`src/cw_pkg.sv`:
```
package cw_pkg;

   // plain vectors with a meaning
   typedef logic [7:0]  reg_addr_t;    // host register address
   typedef logic [7:0]  reg_data_t;    // one host data byte
   typedef logic [15:0] trig_mask_t;   // trigger source register, see bit map below
   typedef logic [15:0] pwm_count_t;   // pwm counter or time value

   // host register map
   localparam reg_addr_t CW_TRIGSRC_ADDR        = 8'd39;
   localparam reg_addr_t CW_TRIGMOD_ADDR        = 8'd40;
   localparam reg_addr_t CW_IOROUTE_ADDR        = 8'd55;
   localparam reg_addr_t SOFTPOWER_CONTROL_ADDR = 8'd102;

   localparam int IOROUTE_EXTRA_BYTE = 5;   // only byte of ioroute kept
   localparam int POWER_OFF_BIT      = 1;   // EXTRA bit, 1 = target power off
   localparam int FAST_START_BIT     = 2;   // EXTRA bit, 1 = skip soft start

   // trigger source: [0] aux, [1] nrst, [5:2] io1..4, [7:6] combine, [15:8] userio
   localparam int         TRIGSRC_COMB_LSB = 6;
   localparam trig_mask_t TRIGSRC_PIN_MASK = 16'hff3f;   // pin enables only
   localparam trig_mask_t TRIGSRC_RESET    = 16'h0020;   // io4, OR mode

   typedef enum logic [1:0] {
      COMB_OR   = 2'd0,
      COMB_AND  = 2'd1,
      COMB_NAND = 2'd2,
      COMB_OFF  = 2'd3   // ext trigger held low
   } trig_comb_e;

   typedef enum logic [2:0] {
      MOD_EXT       = 3'd0,
      MOD_ADVIO     = 3'd1,
      MOD_SAD       = 3'd2,
      MOD_DECODEDIO = 3'd3,
      MOD_TRACE     = 3'd4,
      MOD_ADC       = 3'd5,
      MOD_EDGE      = 3'd6,
      MOD_NONE      = 3'd7
   } trig_mod_e;

   typedef struct packed {
      logic [7:0] userio;
      logic [3:0] io;     // io[0] is target io 1
      logic       nrst;
      logic       aux;
   } trig_pins_t;

   typedef struct packed {
      logic edge_trig;   // edge detector module
      logic adc;
      logic trace;
      logic decodedio;
      logic sad;
      logic advio;
   } trig_mods_t;

   // byte 0 is cycles1, byte 7 is the top of off_time2
   typedef struct packed {
      pwm_count_t off_time2;
      pwm_count_t off_time1;
      pwm_count_t period;
      logic [7:0] cycles2;
      logic [7:0] cycles1;
   } softpower_cfg_t;

   localparam softpower_cfg_t SOFTPOWER_RESET = {16'd0, 16'd1995, 16'd2000, 8'd0, 8'd35};

   typedef struct packed {
      logic fast_start;   // EXTRA bit 2
      logic power_off;    // EXTRA bit 1
   } power_ctrl_t;

   typedef enum logic [1:0] {
      SS_IDLE,
      SS_PHASE1,
      SS_PHASE2,
      SS_DONE
   } softstart_state_e;

endpackage

```
`src/cw_regs.sv`:
```
`timescale 1ns/1ps

module cw_regs import cw_pkg::*; #(
   parameter int pBYTECNT_SIZE = 7
) (
   input  logic                     clk_usb,
   input  logic                     reset,
   input  reg_addr_t                reg_address_i,
   input  logic [pBYTECNT_SIZE-1:0] reg_bytecnt_i,   // byte index in multi-byte regs
   input  reg_data_t                reg_datai_i,
   input  logic                     reg_read_i,
   input  logic                     reg_write_i,
   output reg_data_t                reg_datao_o,
   output trig_mask_t               trig_mask_o,
   output trig_mod_e                trig_mod_o,
   output power_ctrl_t              power_ctrl_o,
   output softpower_cfg_t           softpower_cfg_o
);

   trig_mask_t     trigsrc_q;     // 2 bytes
   reg_data_t      trigmod_q;     // upper bits kept for read-back only
   power_ctrl_t    power_q;       // the two live bits of the EXTRA byte
   softpower_cfg_t softpower_q;   // 8 bytes

   logic      trigsrc_byte_ok;   // byte index inside each register
   logic      trigmod_byte_ok;
   logic      extra_byte_ok;
   logic      softpower_byte_ok;
   reg_data_t extra_rd;          // EXTRA byte as seen by the host

   assign trigsrc_byte_ok   = reg_bytecnt_i < pBYTECNT_SIZE'(2);
   assign trigmod_byte_ok   = reg_bytecnt_i == '0;
   assign extra_byte_ok     = reg_bytecnt_i == pBYTECNT_SIZE'(IOROUTE_EXTRA_BYTE);
   assign softpower_byte_ok = reg_bytecnt_i < pBYTECNT_SIZE'(8);

   // host writes, one byte per strobe
   always_ff @(posedge clk_usb) begin
      if (reset) begin
         trigsrc_q   <= TRIGSRC_RESET;
         trigmod_q   <= '0;           // EXT mode
         power_q     <= '0;           // power on, slow start
         softpower_q <= SOFTPOWER_RESET;
      end else if (reg_write_i) begin
         case (reg_address_i)
            CW_TRIGSRC_ADDR: begin
               if (trigsrc_byte_ok)
                  trigsrc_q[{reg_bytecnt_i[0], 3'b000} +: 8] <= reg_datai_i;
            end
            CW_TRIGMOD_ADDR: begin
               if (trigmod_byte_ok)
                  trigmod_q <= reg_datai_i;
            end
            CW_IOROUTE_ADDR: begin
               // other ioroute bytes have no storage here
               if (extra_byte_ok) begin
                  power_q.power_off  <= reg_datai_i[POWER_OFF_BIT];
                  power_q.fast_start <= reg_datai_i[FAST_START_BIT];
               end
            end
            SOFTPOWER_CONTROL_ADDR: begin
               if (softpower_byte_ok)
                  softpower_q[{reg_bytecnt_i[2:0], 3'b000} +: 8] <= reg_datai_i;
            end
            default: ;   // unknown address, write dropped
         endcase
      end
   end

   always_comb begin
      extra_rd                 = '0;
      extra_rd[POWER_OFF_BIT]  = power_q.power_off;
      extra_rd[FAST_START_BIT] = power_q.fast_start;
   end

   // read mux, purely combinational
   always_comb begin
      reg_datao_o = '0;
      if (reg_read_i) begin
         case (reg_address_i)
            CW_TRIGSRC_ADDR: begin
               if (trigsrc_byte_ok)
                  reg_datao_o = trigsrc_q[{reg_bytecnt_i[0], 3'b000} +: 8];
            end
            CW_TRIGMOD_ADDR: begin
               if (trigmod_byte_ok)
                  reg_datao_o = trigmod_q;
            end
            CW_IOROUTE_ADDR: begin
               if (extra_byte_ok)
                  reg_datao_o = extra_rd;
            end
            SOFTPOWER_CONTROL_ADDR: begin
               if (softpower_byte_ok)
                  reg_datao_o = softpower_q[{reg_bytecnt_i[2:0], 3'b000} +: 8];
            end
            default: reg_datao_o = '0;
         endcase
      end
   end

   assign trig_mask_o     = trigsrc_q;
   assign trig_mod_o      = trig_mod_e'(trigmod_q[2:0]);   // low 3 bits pick the module
   assign power_ctrl_o    = power_q;
   assign softpower_cfg_o = softpower_q;

endmodule

```
`src/trig_route.sv`:
```
`timescale 1ns/1ps

module trig_route import cw_pkg::*; (
   input  trig_pins_t trig_pins_i,
   input  trig_mask_t trig_mask_i,
   input  trig_mod_e  trig_mod_i,
   input  trig_mods_t trig_mods_i,
   output logic       trigger_ext_o,
   output logic       trigger_capture_o,
   output logic       decodeio_active_o,
   output logic       sad_active_o,
   output logic       edge_trigger_active_o
);

   trig_mask_t pin_vec;    // pins lined up with the mask bits
   trig_mask_t pin_en;     // enables without the mode field
   trig_comb_e comb_mode;
   logic       trig_or;
   logic       trig_and;

   // bits 7:6 are the mode field, tie those pin slots low
   assign pin_vec = {trig_pins_i.userio, 2'b00, trig_pins_i.io,
                     trig_pins_i.nrst, trig_pins_i.aux};
   assign pin_en  = trig_mask_i & TRIGSRC_PIN_MASK;

   assign comb_mode = trig_comb_e'(trig_mask_i[TRIGSRC_COMB_LSB +: 2]);

   assign trig_or  = |(pin_vec & pin_en);
   assign trig_and = &(pin_vec | ~pin_en);   // disabled pins count as 1

   always_comb begin
      case (comb_mode)
         COMB_OR:   trigger_ext_o = trig_or;
         COMB_AND:  trigger_ext_o = trig_and;
         COMB_NAND: trigger_ext_o = ~trig_and;
         default:   trigger_ext_o = 1'b0;   // OFF
      endcase
   end

   // capture trigger source select
   always_comb begin
      case (trig_mod_i)
         MOD_EXT:       trigger_capture_o = trigger_ext_o;
         MOD_ADVIO:     trigger_capture_o = trig_mods_i.advio;
         MOD_SAD:       trigger_capture_o = trig_mods_i.sad;
         MOD_DECODEDIO: trigger_capture_o = trig_mods_i.decodedio;
         MOD_TRACE:     trigger_capture_o = trig_mods_i.trace;
         MOD_ADC:       trigger_capture_o = trig_mods_i.adc;
         MOD_EDGE:      trigger_capture_o = trig_mods_i.edge_trig;
         default:       trigger_capture_o = 1'b0;   // NONE
      endcase
   end

   // modules that need to know they own the trigger
   assign decodeio_active_o     = trig_mod_i == MOD_DECODEDIO;
   assign sad_active_o          = trig_mod_i == MOD_SAD;
   assign edge_trigger_active_o = trig_mod_i == MOD_EDGE;

endmodule

```
`src/softstart_pwm.sv`:
```
`timescale 1ns/1ps

module softstart_pwm import cw_pkg::*; (
   input  logic           clk_usb,
   input  logic           reset,
   input  power_ctrl_t    power_ctrl_i,
   input  softpower_cfg_t softpower_cfg_i,
   output logic           targetpower_off_o
);

   softstart_state_e state_q;
   logic             power_off_d1;    // power-off bit one clock back
   logic             power_on_edge;   // power-off just cleared
   pwm_count_t       pwm_cnt;         // 0 .. period
   pwm_count_t       off_time;        // off window for current phase
   logic [7:0]       wrap_cnt;        // pwm periods done in this phase
   logic [7:0]       wrap_nxt;
   logic [7:0]       phase_cycles;    // periods the current phase lasts
   logic             pwm_wrap;
   logic             phase_end;
   logic             soft_active;

   assign power_on_edge = power_off_d1 & ~power_ctrl_i.power_off;

   // >= so a shrunk period cannot strand the counter
   assign pwm_wrap     = pwm_cnt >= softpower_cfg_i.period;
   assign wrap_nxt     = wrap_cnt + 8'd1;
   assign phase_cycles = (state_q == SS_PHASE1) ? softpower_cfg_i.cycles1
                                                : softpower_cfg_i.cycles2;
   assign phase_end    = pwm_wrap & (wrap_nxt >= phase_cycles);   // zero cycles still runs one

   always_ff @(posedge clk_usb) begin
      if (reset)
         power_off_d1 <= 1'b0;
      else
         power_off_d1 <= power_ctrl_i.power_off;
   end

   always_ff @(posedge clk_usb) begin
      if (reset) begin
         state_q  <= SS_IDLE;
         pwm_cnt  <= '0;
         wrap_cnt <= '0;
      end else if (power_ctrl_i.power_off) begin
         state_q  <= SS_IDLE;    // power off aborts any soft start
         pwm_cnt  <= '0;
         wrap_cnt <= '0;
      end else if (power_on_edge) begin
         state_q  <= SS_PHASE1;
         pwm_cnt  <= '0;
         wrap_cnt <= '0;
      end else if (state_q == SS_PHASE1 || state_q == SS_PHASE2) begin
         pwm_cnt <= pwm_wrap ? '0 : pwm_cnt + 16'd1;
         if (phase_end) begin
            wrap_cnt <= '0;
            if (state_q == SS_PHASE1 && softpower_cfg_i.cycles2 != 8'd0)
               state_q <= SS_PHASE2;
            else
               state_q <= SS_DONE;   // no second phase, or it just ended
         end else if (pwm_wrap) begin
            wrap_cnt <= wrap_nxt;
         end
      end
   end

   assign off_time = (state_q == SS_PHASE1) ? softpower_cfg_i.off_time1
                                            : softpower_cfg_i.off_time2;

   // pwm only while ramping in slow mode, power-off wins at once
   assign soft_active = ~power_ctrl_i.fast_start & ~power_ctrl_i.power_off &
                        (state_q == SS_PHASE1 || state_q == SS_PHASE2);

   assign targetpower_off_o = soft_active ? (pwm_cnt < off_time)
                                          : power_ctrl_i.power_off;

endmodule

```
`src/cw_ctrl_top.sv`:
```
`timescale 1ns/1ps

module cw_ctrl_top import cw_pkg::*; #(
   parameter int pBYTECNT_SIZE = 7
) (
   input  logic                     clk_usb,
   input  logic                     reset,
   // host register port
   input  reg_addr_t                reg_address_i,
   input  logic [pBYTECNT_SIZE-1:0] reg_bytecnt_i,
   input  reg_data_t                reg_datai_i,
   input  logic                     reg_read_i,
   input  logic                     reg_write_i,
   output reg_data_t                reg_datao_o,
   // trigger side
   input  trig_pins_t               trig_pins_i,
   input  trig_mods_t               trig_mods_i,
   output logic                     trigger_ext_o,
   output logic                     trigger_capture_o,
   output logic                     decodeio_active_o,
   output logic                     sad_active_o,
   output logic                     edge_trigger_active_o,
   // target power
   output logic                     targetpower_off_o,
   output logic                     targetio_highz_o
);

   trig_mask_t     trig_mask;
   trig_mod_e      trig_mod;
   power_ctrl_t    power_ctrl;
   softpower_cfg_t softpower_cfg;

   cw_regs #(
      .pBYTECNT_SIZE (pBYTECNT_SIZE)
   ) u_regs (
      .clk_usb         (clk_usb),
      .reset           (reset),
      .reg_address_i   (reg_address_i),
      .reg_bytecnt_i   (reg_bytecnt_i),
      .reg_datai_i     (reg_datai_i),
      .reg_read_i      (reg_read_i),
      .reg_write_i     (reg_write_i),
      .reg_datao_o     (reg_datao_o),
      .trig_mask_o     (trig_mask),
      .trig_mod_o      (trig_mod),
      .power_ctrl_o    (power_ctrl),
      .softpower_cfg_o (softpower_cfg)
   );

   trig_route u_trig_route (
      .trig_pins_i           (trig_pins_i),
      .trig_mask_i           (trig_mask),
      .trig_mod_i            (trig_mod),
      .trig_mods_i           (trig_mods_i),
      .trigger_ext_o         (trigger_ext_o),
      .trigger_capture_o     (trigger_capture_o),
      .decodeio_active_o     (decodeio_active_o),
      .sad_active_o          (sad_active_o),
      .edge_trigger_active_o (edge_trigger_active_o)
   );

   softstart_pwm u_softstart (
      .clk_usb           (clk_usb),
      .reset             (reset),
      .power_ctrl_i      (power_ctrl),
      .softpower_cfg_i   (softpower_cfg),
      .targetpower_off_o (targetpower_off_o)
   );

   assign targetio_highz_o = power_ctrl.power_off;   // io floats while target unpowered

endmodule

```
`config.mk`:
```
export PLATFORM = sky130hd
export DESIGN_NAME = cw_ctrl_top
export DESIGN_NICKNAME = d
export VERILOG_FILES = /design/src/cw_pkg.sv /design/src/cw_regs.sv /design/src/trig_route.sv /design/src/softstart_pwm.sv /design/src/cw_ctrl_top.sv
export SDC_FILE = /design/constraint.sdc
export NUM_CORES = 1
export LEC_CHECK = 0
export BUFFER_PORTS_ARGS = -buffer_cell sky130_fd_sc_hd__buf_4
export CORE_MARGIN = 2
export CORE_UTILIZATION = 50
export DETAILED_ROUTE_END_ITERATION = 6
export PLACE_DENSITY = 0.65
export SLEW_MARGIN = 20
export SYNTH_ARGS = -nofsm -noshare
export SYNTH_HDL_FRONTEND = slang
export SYNTH_SLANG_ARGS = --single-unit
export TNS_END_PERCENT = 30
```
`constraint.sdc`:
```
create_clock -name clk_usb -period 6.4 [get_ports clk_usb]
set_input_delay 1.28 -clock clk_usb [delete_from_list [all_inputs] [get_ports clk_usb]]
set_output_delay 1.28 -clock clk_usb [all_outputs]
set_load 0.1 [all_outputs]
```
* Word-level counts from Yosys, hierarchy flattened
Cells that the tools add are included.
Cells by class: add/subtract/negate cells 4, $lt $le $gt $ge 5, eq/ne operators 15, shift-type cells 6, multiplexer cells 20, bitwise gates (word level) 10, reduce and logical (&&, ||, !) cells 20
Operators with widths (number):
- $bwmux W64 | 1
- $shift A8 B8 Y64 const A | 1
- $shiftx A64 B7 Y8 | 1
- $shiftx A8 B8 Y64 | 1
- $mux W8 | 7
- $mux W16 | 2
- $pmux W8 S4 | 1
- $eq A8 B6 Y1 const B | 3
- $add A16 B1 Y16 const B | 1
- $and A16 B16 Y16 | 1
- $bwmux W16 | 1
- $ge A16 B16 Y1 | 1
- $lt A16 B16 Y1 | 1
- $not A16 Y16 | 1
- $or A16 B16 Y16 | 1
- $reduce_and A16 Y1 | 1
- $reduce_or A16 Y1 | 1
- $shift A8 B6 Y16 const A | 1
- $shiftx A16 B5 Y8 | 1
- $shiftx A8 B6 Y16 | 1
- $reduce_and A3 Y1 | 4
- $eq A3 B3 Y1 const B | 3
- $add A8 B1 Y8 const B | 1
- $eq A8 B7 Y1 const B | 1
- 26 further kinds | 42
Storage, ports and cells: register bits after elaboration 117, output and inout port bits 15, logic and storage cells 94

* Logic depth before layout (Yosys ltp)
word-level depth 7, gate-level depth with buffers 12, depth with buffers taken out 11

* Hierarchy
A second synthesis with hierarchy kept.
Second synthesis, totals: cell total of the unflattened synthesis 890, area, all modules 7588.5 µm²
By module, submodules not included:
- cw_regs | instances 1, cells each 555, area each 4795.8 µm², seq. area each 1801.7 µm²
- softstart_pwm | instances 1, cells each 288, area each 2397.3 µm², seq. area each 540.5 µm²
- trig_route | instances 1, cells each 47, area each 395.4 µm², seq. area each 0.0 µm²

* Worst setup path before layout
OpenSTA, ideal clock, no wires.
path kind input -> output, from input trig_pins_i[5] (netlist bit), to output trigger_capture_o, arrival time 4.828 ns, required time 5.120 ns, slack 0.292 ns, cell stages on the path 5, path buffers 0, path through inv_1 a221oi_1 a31oi_1 nor3_1 o31a_1
Between the ends: cells in the longest elaborated chain, start to end 5, elaborated cells between the ends (all ways) 7, those cells by class 2 x mux; 3 x bitwise; 2 x reduce/logical
Ends and longest elaborated chain:
- start, declared | RTL line cw_ctrl_top.sv:16 | input trig_pins_t trig_pins_i,
- $or A16 B16 Y16 | RTL line trig_route.sv:29 | assign trig_and = &(pin_vec | ~pin_en);
- $reduce_and A16 Y1 | RTL line trig_route.sv:29
- $not A1 Y1 | RTL line trig_route.sv:35 | COMB_NAND: trigger_ext_o = ~trig_and;
- $pmux W1 S3 * | RTL line trig_route.sv:32 | case (comb_mode)
- named net trigger_ext_o | RTL line cw_ctrl_top.sv:18 | output logic trigger_ext_o,
- $pmux W1 S7 * | RTL line trig_route.sv:42 | case (trig_mod_i)
- end, declared | RTL line cw_ctrl_top.sv:19 | output logic trigger_capture_o,
Mark *: on every way through the listed nets, which the timed path passes. The rest lies on a longest branch.

* Worst setup path after layout
from input reg_bytecnt_i[0], to output reg_datao_o[1]
Between the ends: cells in the longest elaborated chain, start to end 4, elaborated cells between the ends (all ways) 12, those cells by class 2 x order compare; 1 x eq/ne; 2 x shift; 6 x mux; 1 x reduce/logical
Ends and longest elaborated chain:
- start, declared | RTL line cw_ctrl_top.sv:10 | input logic [pBYTECNT_SIZE-1:0] reg_bytecnt_i,
- $shiftx A64 B7 Y8 (tied with other cells) | RTL line cw_regs.sv:94 | reg_datao_o = softpower_q[{reg_bytecnt_i[2:0], 3'b000} +: 8];
- $mux W8 (tied with other cells) | RTL line cw_regs.sv:93 | if (softpower_byte_ok)
- $pmux W8 S4 * | RTL line cw_regs.sv:79 | case (reg_address_i)
- $mux W8 * | RTL line cw_regs.sv:78 | if (reg_read_i) begin
- end, declared | RTL line cw_ctrl_top.sv:14 | output reg_data_t reg_datao_o,
Mark *: on every way between the ends. The rest lies on a longest branch, timed or not.

==> flow_summary.json <==
{
  "maxSlewHeadroom": 0.253,
  "firstDrtPassIters": 6,
  "antenna_cells": 0,
  "ys_warn_count": 0,
  "die_y_um": 121,
  "dpl.hpwl_um": 14100,
  "final_util": 0.595,
  "syn_area_um2": 6890,
  "ant_nets": 0,
  "crit_arrival_ps": 3460,
  "fin_cells": 1022,
  "fin_crit_sh": 0.741,
  "ys_ff_latch": 117,
  "fillerInstances": 1200,
  "synth-async-reset-ratio": 0,
  "worstHoldPathType": "reg2reg",
  "via_per_inst": 5.89,
  "root_buffer": "clkbuf_16",
  "routabilityCongestion": 0.877,
  "h-tree-depth": 4,
  "cts_hold_buf": 0,
  "finalHoldViolations": 0,
  "cap_violations": 0,
  "drcViolationCount": 0,
  "p_per_area_nw_per_um2": 220,
  "synth-edff-count": 0,
  "start_util": 0.516,
  "slew_violations": 0,
  "ios": 62,
  "yosysSeqAreaShare": 0.340,
  "drt_iter0_markers": 608,
  "synth_top_cell_by_area": "dfxtp_1",
  "min_period_ps": 4740,
  "wl_um": 19300,
  "core_um2": 13300,
  "areaGrowthSynthToFinish_pct": 15.2,
  "cts_setup_buffers": 0,
  "rows": 42,
  "synth.top_cell.area_share": 0.340,
  "fin_nets": 925,
  "setup_tns_ps": 0,
  "cts_resized": 0,
  "cp.required_ps": 5120,
  "clock_path_buffers": 2,
  "gr-total-overflow": 0,
  "yosysUniqueCellTypes": 57,
  "synth_nets": 889,
  "dpl.cell_count": 990,
  "leakagePower_nw": 3.12,
  "worst_ir_drop_vdd_uv": 213,
  "placement.io_buffers": 61,
  "setup_viol": 0,
  "min_path_cells": 1,
  "cp_max_fo": 37,
  "grt_use_total": 0.270,
  "max_freq_ghz": 0.211,
  "die_area_um2": 14700,
  "cts_tree": "yes",
  "vias": 6016,
  "insertion_delay_ps": 430,
  "drive_above_1_share": 0.145,
  "die_x_um": 121,
  "whs_ps": 473,
  "rsz0062_at_grt": "false",
  "tightest_slew_ps": 1120,
  "wl_per_cell_um": 18.8,
  "grt_pass1_wl_um": 30400,
  "syn_avg_cell_area_um2": 8.65,
  "cts.sinks": 117,
  "power.total_mw": 1.75,
  "skew_ps": 6.89,
  "grt_pass1_vias": 5728,
  "yosys-top-cells-area": "dfxtp_1 (34%), mux2i_1 (11%), ha_1 (8.2%)",
  "crit_type": "in2out",
  "synth_ff_type": "dfxtp_1",
  "synthCells": 797,
  "endpoint_kind": "primary output",
  "grt_start_max_net_pins": 95,
  "r2r.worst_path.cells": 11,
  "status": "complete, no violations",
  "cp-start-kind": "input port",
  "cts-buffers-inserted": 17,
  "path_clk_slew_ps": 60,
  "antenna_found_initial": 0
}
-- synth_stat cells, types with 15 or more instances --
master and count:
mux4_2 15, a21oi_1 43, nand3_1 22, inv_1 43
mux2i_1 74, nor2b_1 15, ha_1 45, a211o_1 18
nand2_1 57, o21ai_0 17, clkbuf_1 24, dfxtp_1 117
nor2_1 144
-- worst max-delay path, stage by stage --
cell	delay [ps]
buf_4	270
inv_1	190
ha_1	190
nor4b_1	330
nand2_1	120
nor3_2	400
a22oi_1	160
a31oi_1	200
buf_4	320
-- registers in the layout, indices dropped and copies added, names as in the netlist --
signal,count
u_softstart.wrap_cnt,8
u_regs.power_ctrl_o,2
u_regs.trig_mask_o,16
u_softstart.pwm_cnt,16
u_softstart.power_off_d1,1
u_regs.softpower_cfg_o,64
u_regs.trigmod_q,8
u_softstart.state_q,2
-- per-stage QoR --
stage | cell area (um^2) | setup WS (ps)
final | 7940 | 1660
after global routing | 7940 | 1350
after CTS | 7940 | 1650
after detailed placement | 7370 | 1660
after global placement | 7370 | 1750
after floorplan | 6890 | 292
-- per-layer routing --
layer | share of wire | vias up | track usage
met5 | 0 | - | 0
met1 | 0.46 | 2933 | 0.369
met2 | 0.46 | 161 | 0.421
li1 | - | 2889 | -
met4 | 0.027 | 0 | 0.103
met3 | 0.051 | 33 | 0.0564
-- worst paths after layout --
kind                                                              start                                 endpoint  slack (ps)
worst min register to register  u_regs.softpower_cfg_o[23]$_SDFFE_PP1P_  u_regs.softpower_cfg_o[23]$_SDFFE_PP1P_         470
worst max-delay path                                   reg_bytecnt_i[0]                           reg_datao_o[1]        1660
worst min-delay path            u_regs.softpower_cfg_o[23]$_SDFFE_PP1P_  u_regs.softpower_cfg_o[23]$_SDFFE_PP1P_         470
worst max register to register      u_softstart.state_q[1]$_SDFFE_PP0P_     u_softstart.wrap_cnt[5]$_SDFFE_PP0P_        2520
-- report_power, final --
part           total (mW)  switching (mW)  internal [mW]
sequential          0.728      0.00000891          0.728
combinational      0.0970          0.0600         0.0370
clock               0.924           0.382          0.542
total                1.75           0.442           1.31
-- kinds of logic (layout without fill, tap and decap cells) --
family | Yosys count | in the layout | synth area share
AOI/OAI and AO/OA | 126 | 126 | 0.123
xor gates and xnor gates | 21 | 21 | 0.0267
adders and majority gates | 45 | 45 | 0.0817
buffers and inverters | 89 | 138 | 0.0545
DFF | 117 | 117 | 0.340
muxes | 96 | 96 | 0.168
and+or+nand+nor | 303 | 303 | 0.206
-- layout make-up --
cell class / instances / area, um^2 / share of cell area
Clock inverter: 15 / 148 / 0.0186
Clock buffer: 17 / 425 / 0.0536
Tap cell: 176 / 220 / 0.0277
Inverter: 44 / 165 / 0.0208
Sequential cell: 117 / 2340 / 0.295
Multi-Input combinational cell: 591 / 4180 / 0.526
Timing Repair Buffer: 62 / 465 / 0.0586
-- cell usage in the layout (no fill, tap or decap), types with 6 or more instances in the layout --
| master | synthesis | final |
|---|---|---|
| mux2i_1 | 74 | 74 |
| and4_1 | 6 | 6 |
| nand3_1 | 22 | 22 |
| nand2b_1 | 7 | 7 |
| xnor2_1 | 10 | 10 |
| o22ai_1 | 6 | 6 |
| mux4_2 | 15 | 15 |
| inv_1 | 43 | 43 |
| o21ai_0 | 17 | 17 |
| inv_6 | 0 | 6 |
| ha_1 | 45 | 45 |
| a211o_1 | 18 | 18 |
| xor2_1 | 11 | 11 |
| clkbuf_16 | 0 | 17 |
| mux2_2 | 7 | 7 |
| a22oi_1 | 7 | 7 |
| a21oi_1 | 43 | 43 |
| a222oi_1 | 6 | 6 |
| nor2b_1 | 15 | 15 |
| clkinv_4 | 0 | 6 |
| nor2_1 | 144 | 144 |
| nand2_1 | 57 | 57 |
| buf_4 | 5 | 62 |
| nand4_1 | 11 | 11 |
| nor3_1 | 9 | 9 |
| dfxtp_1 | 117 | 117 |
Note: power is estimated with default switching activity, not from simulation.
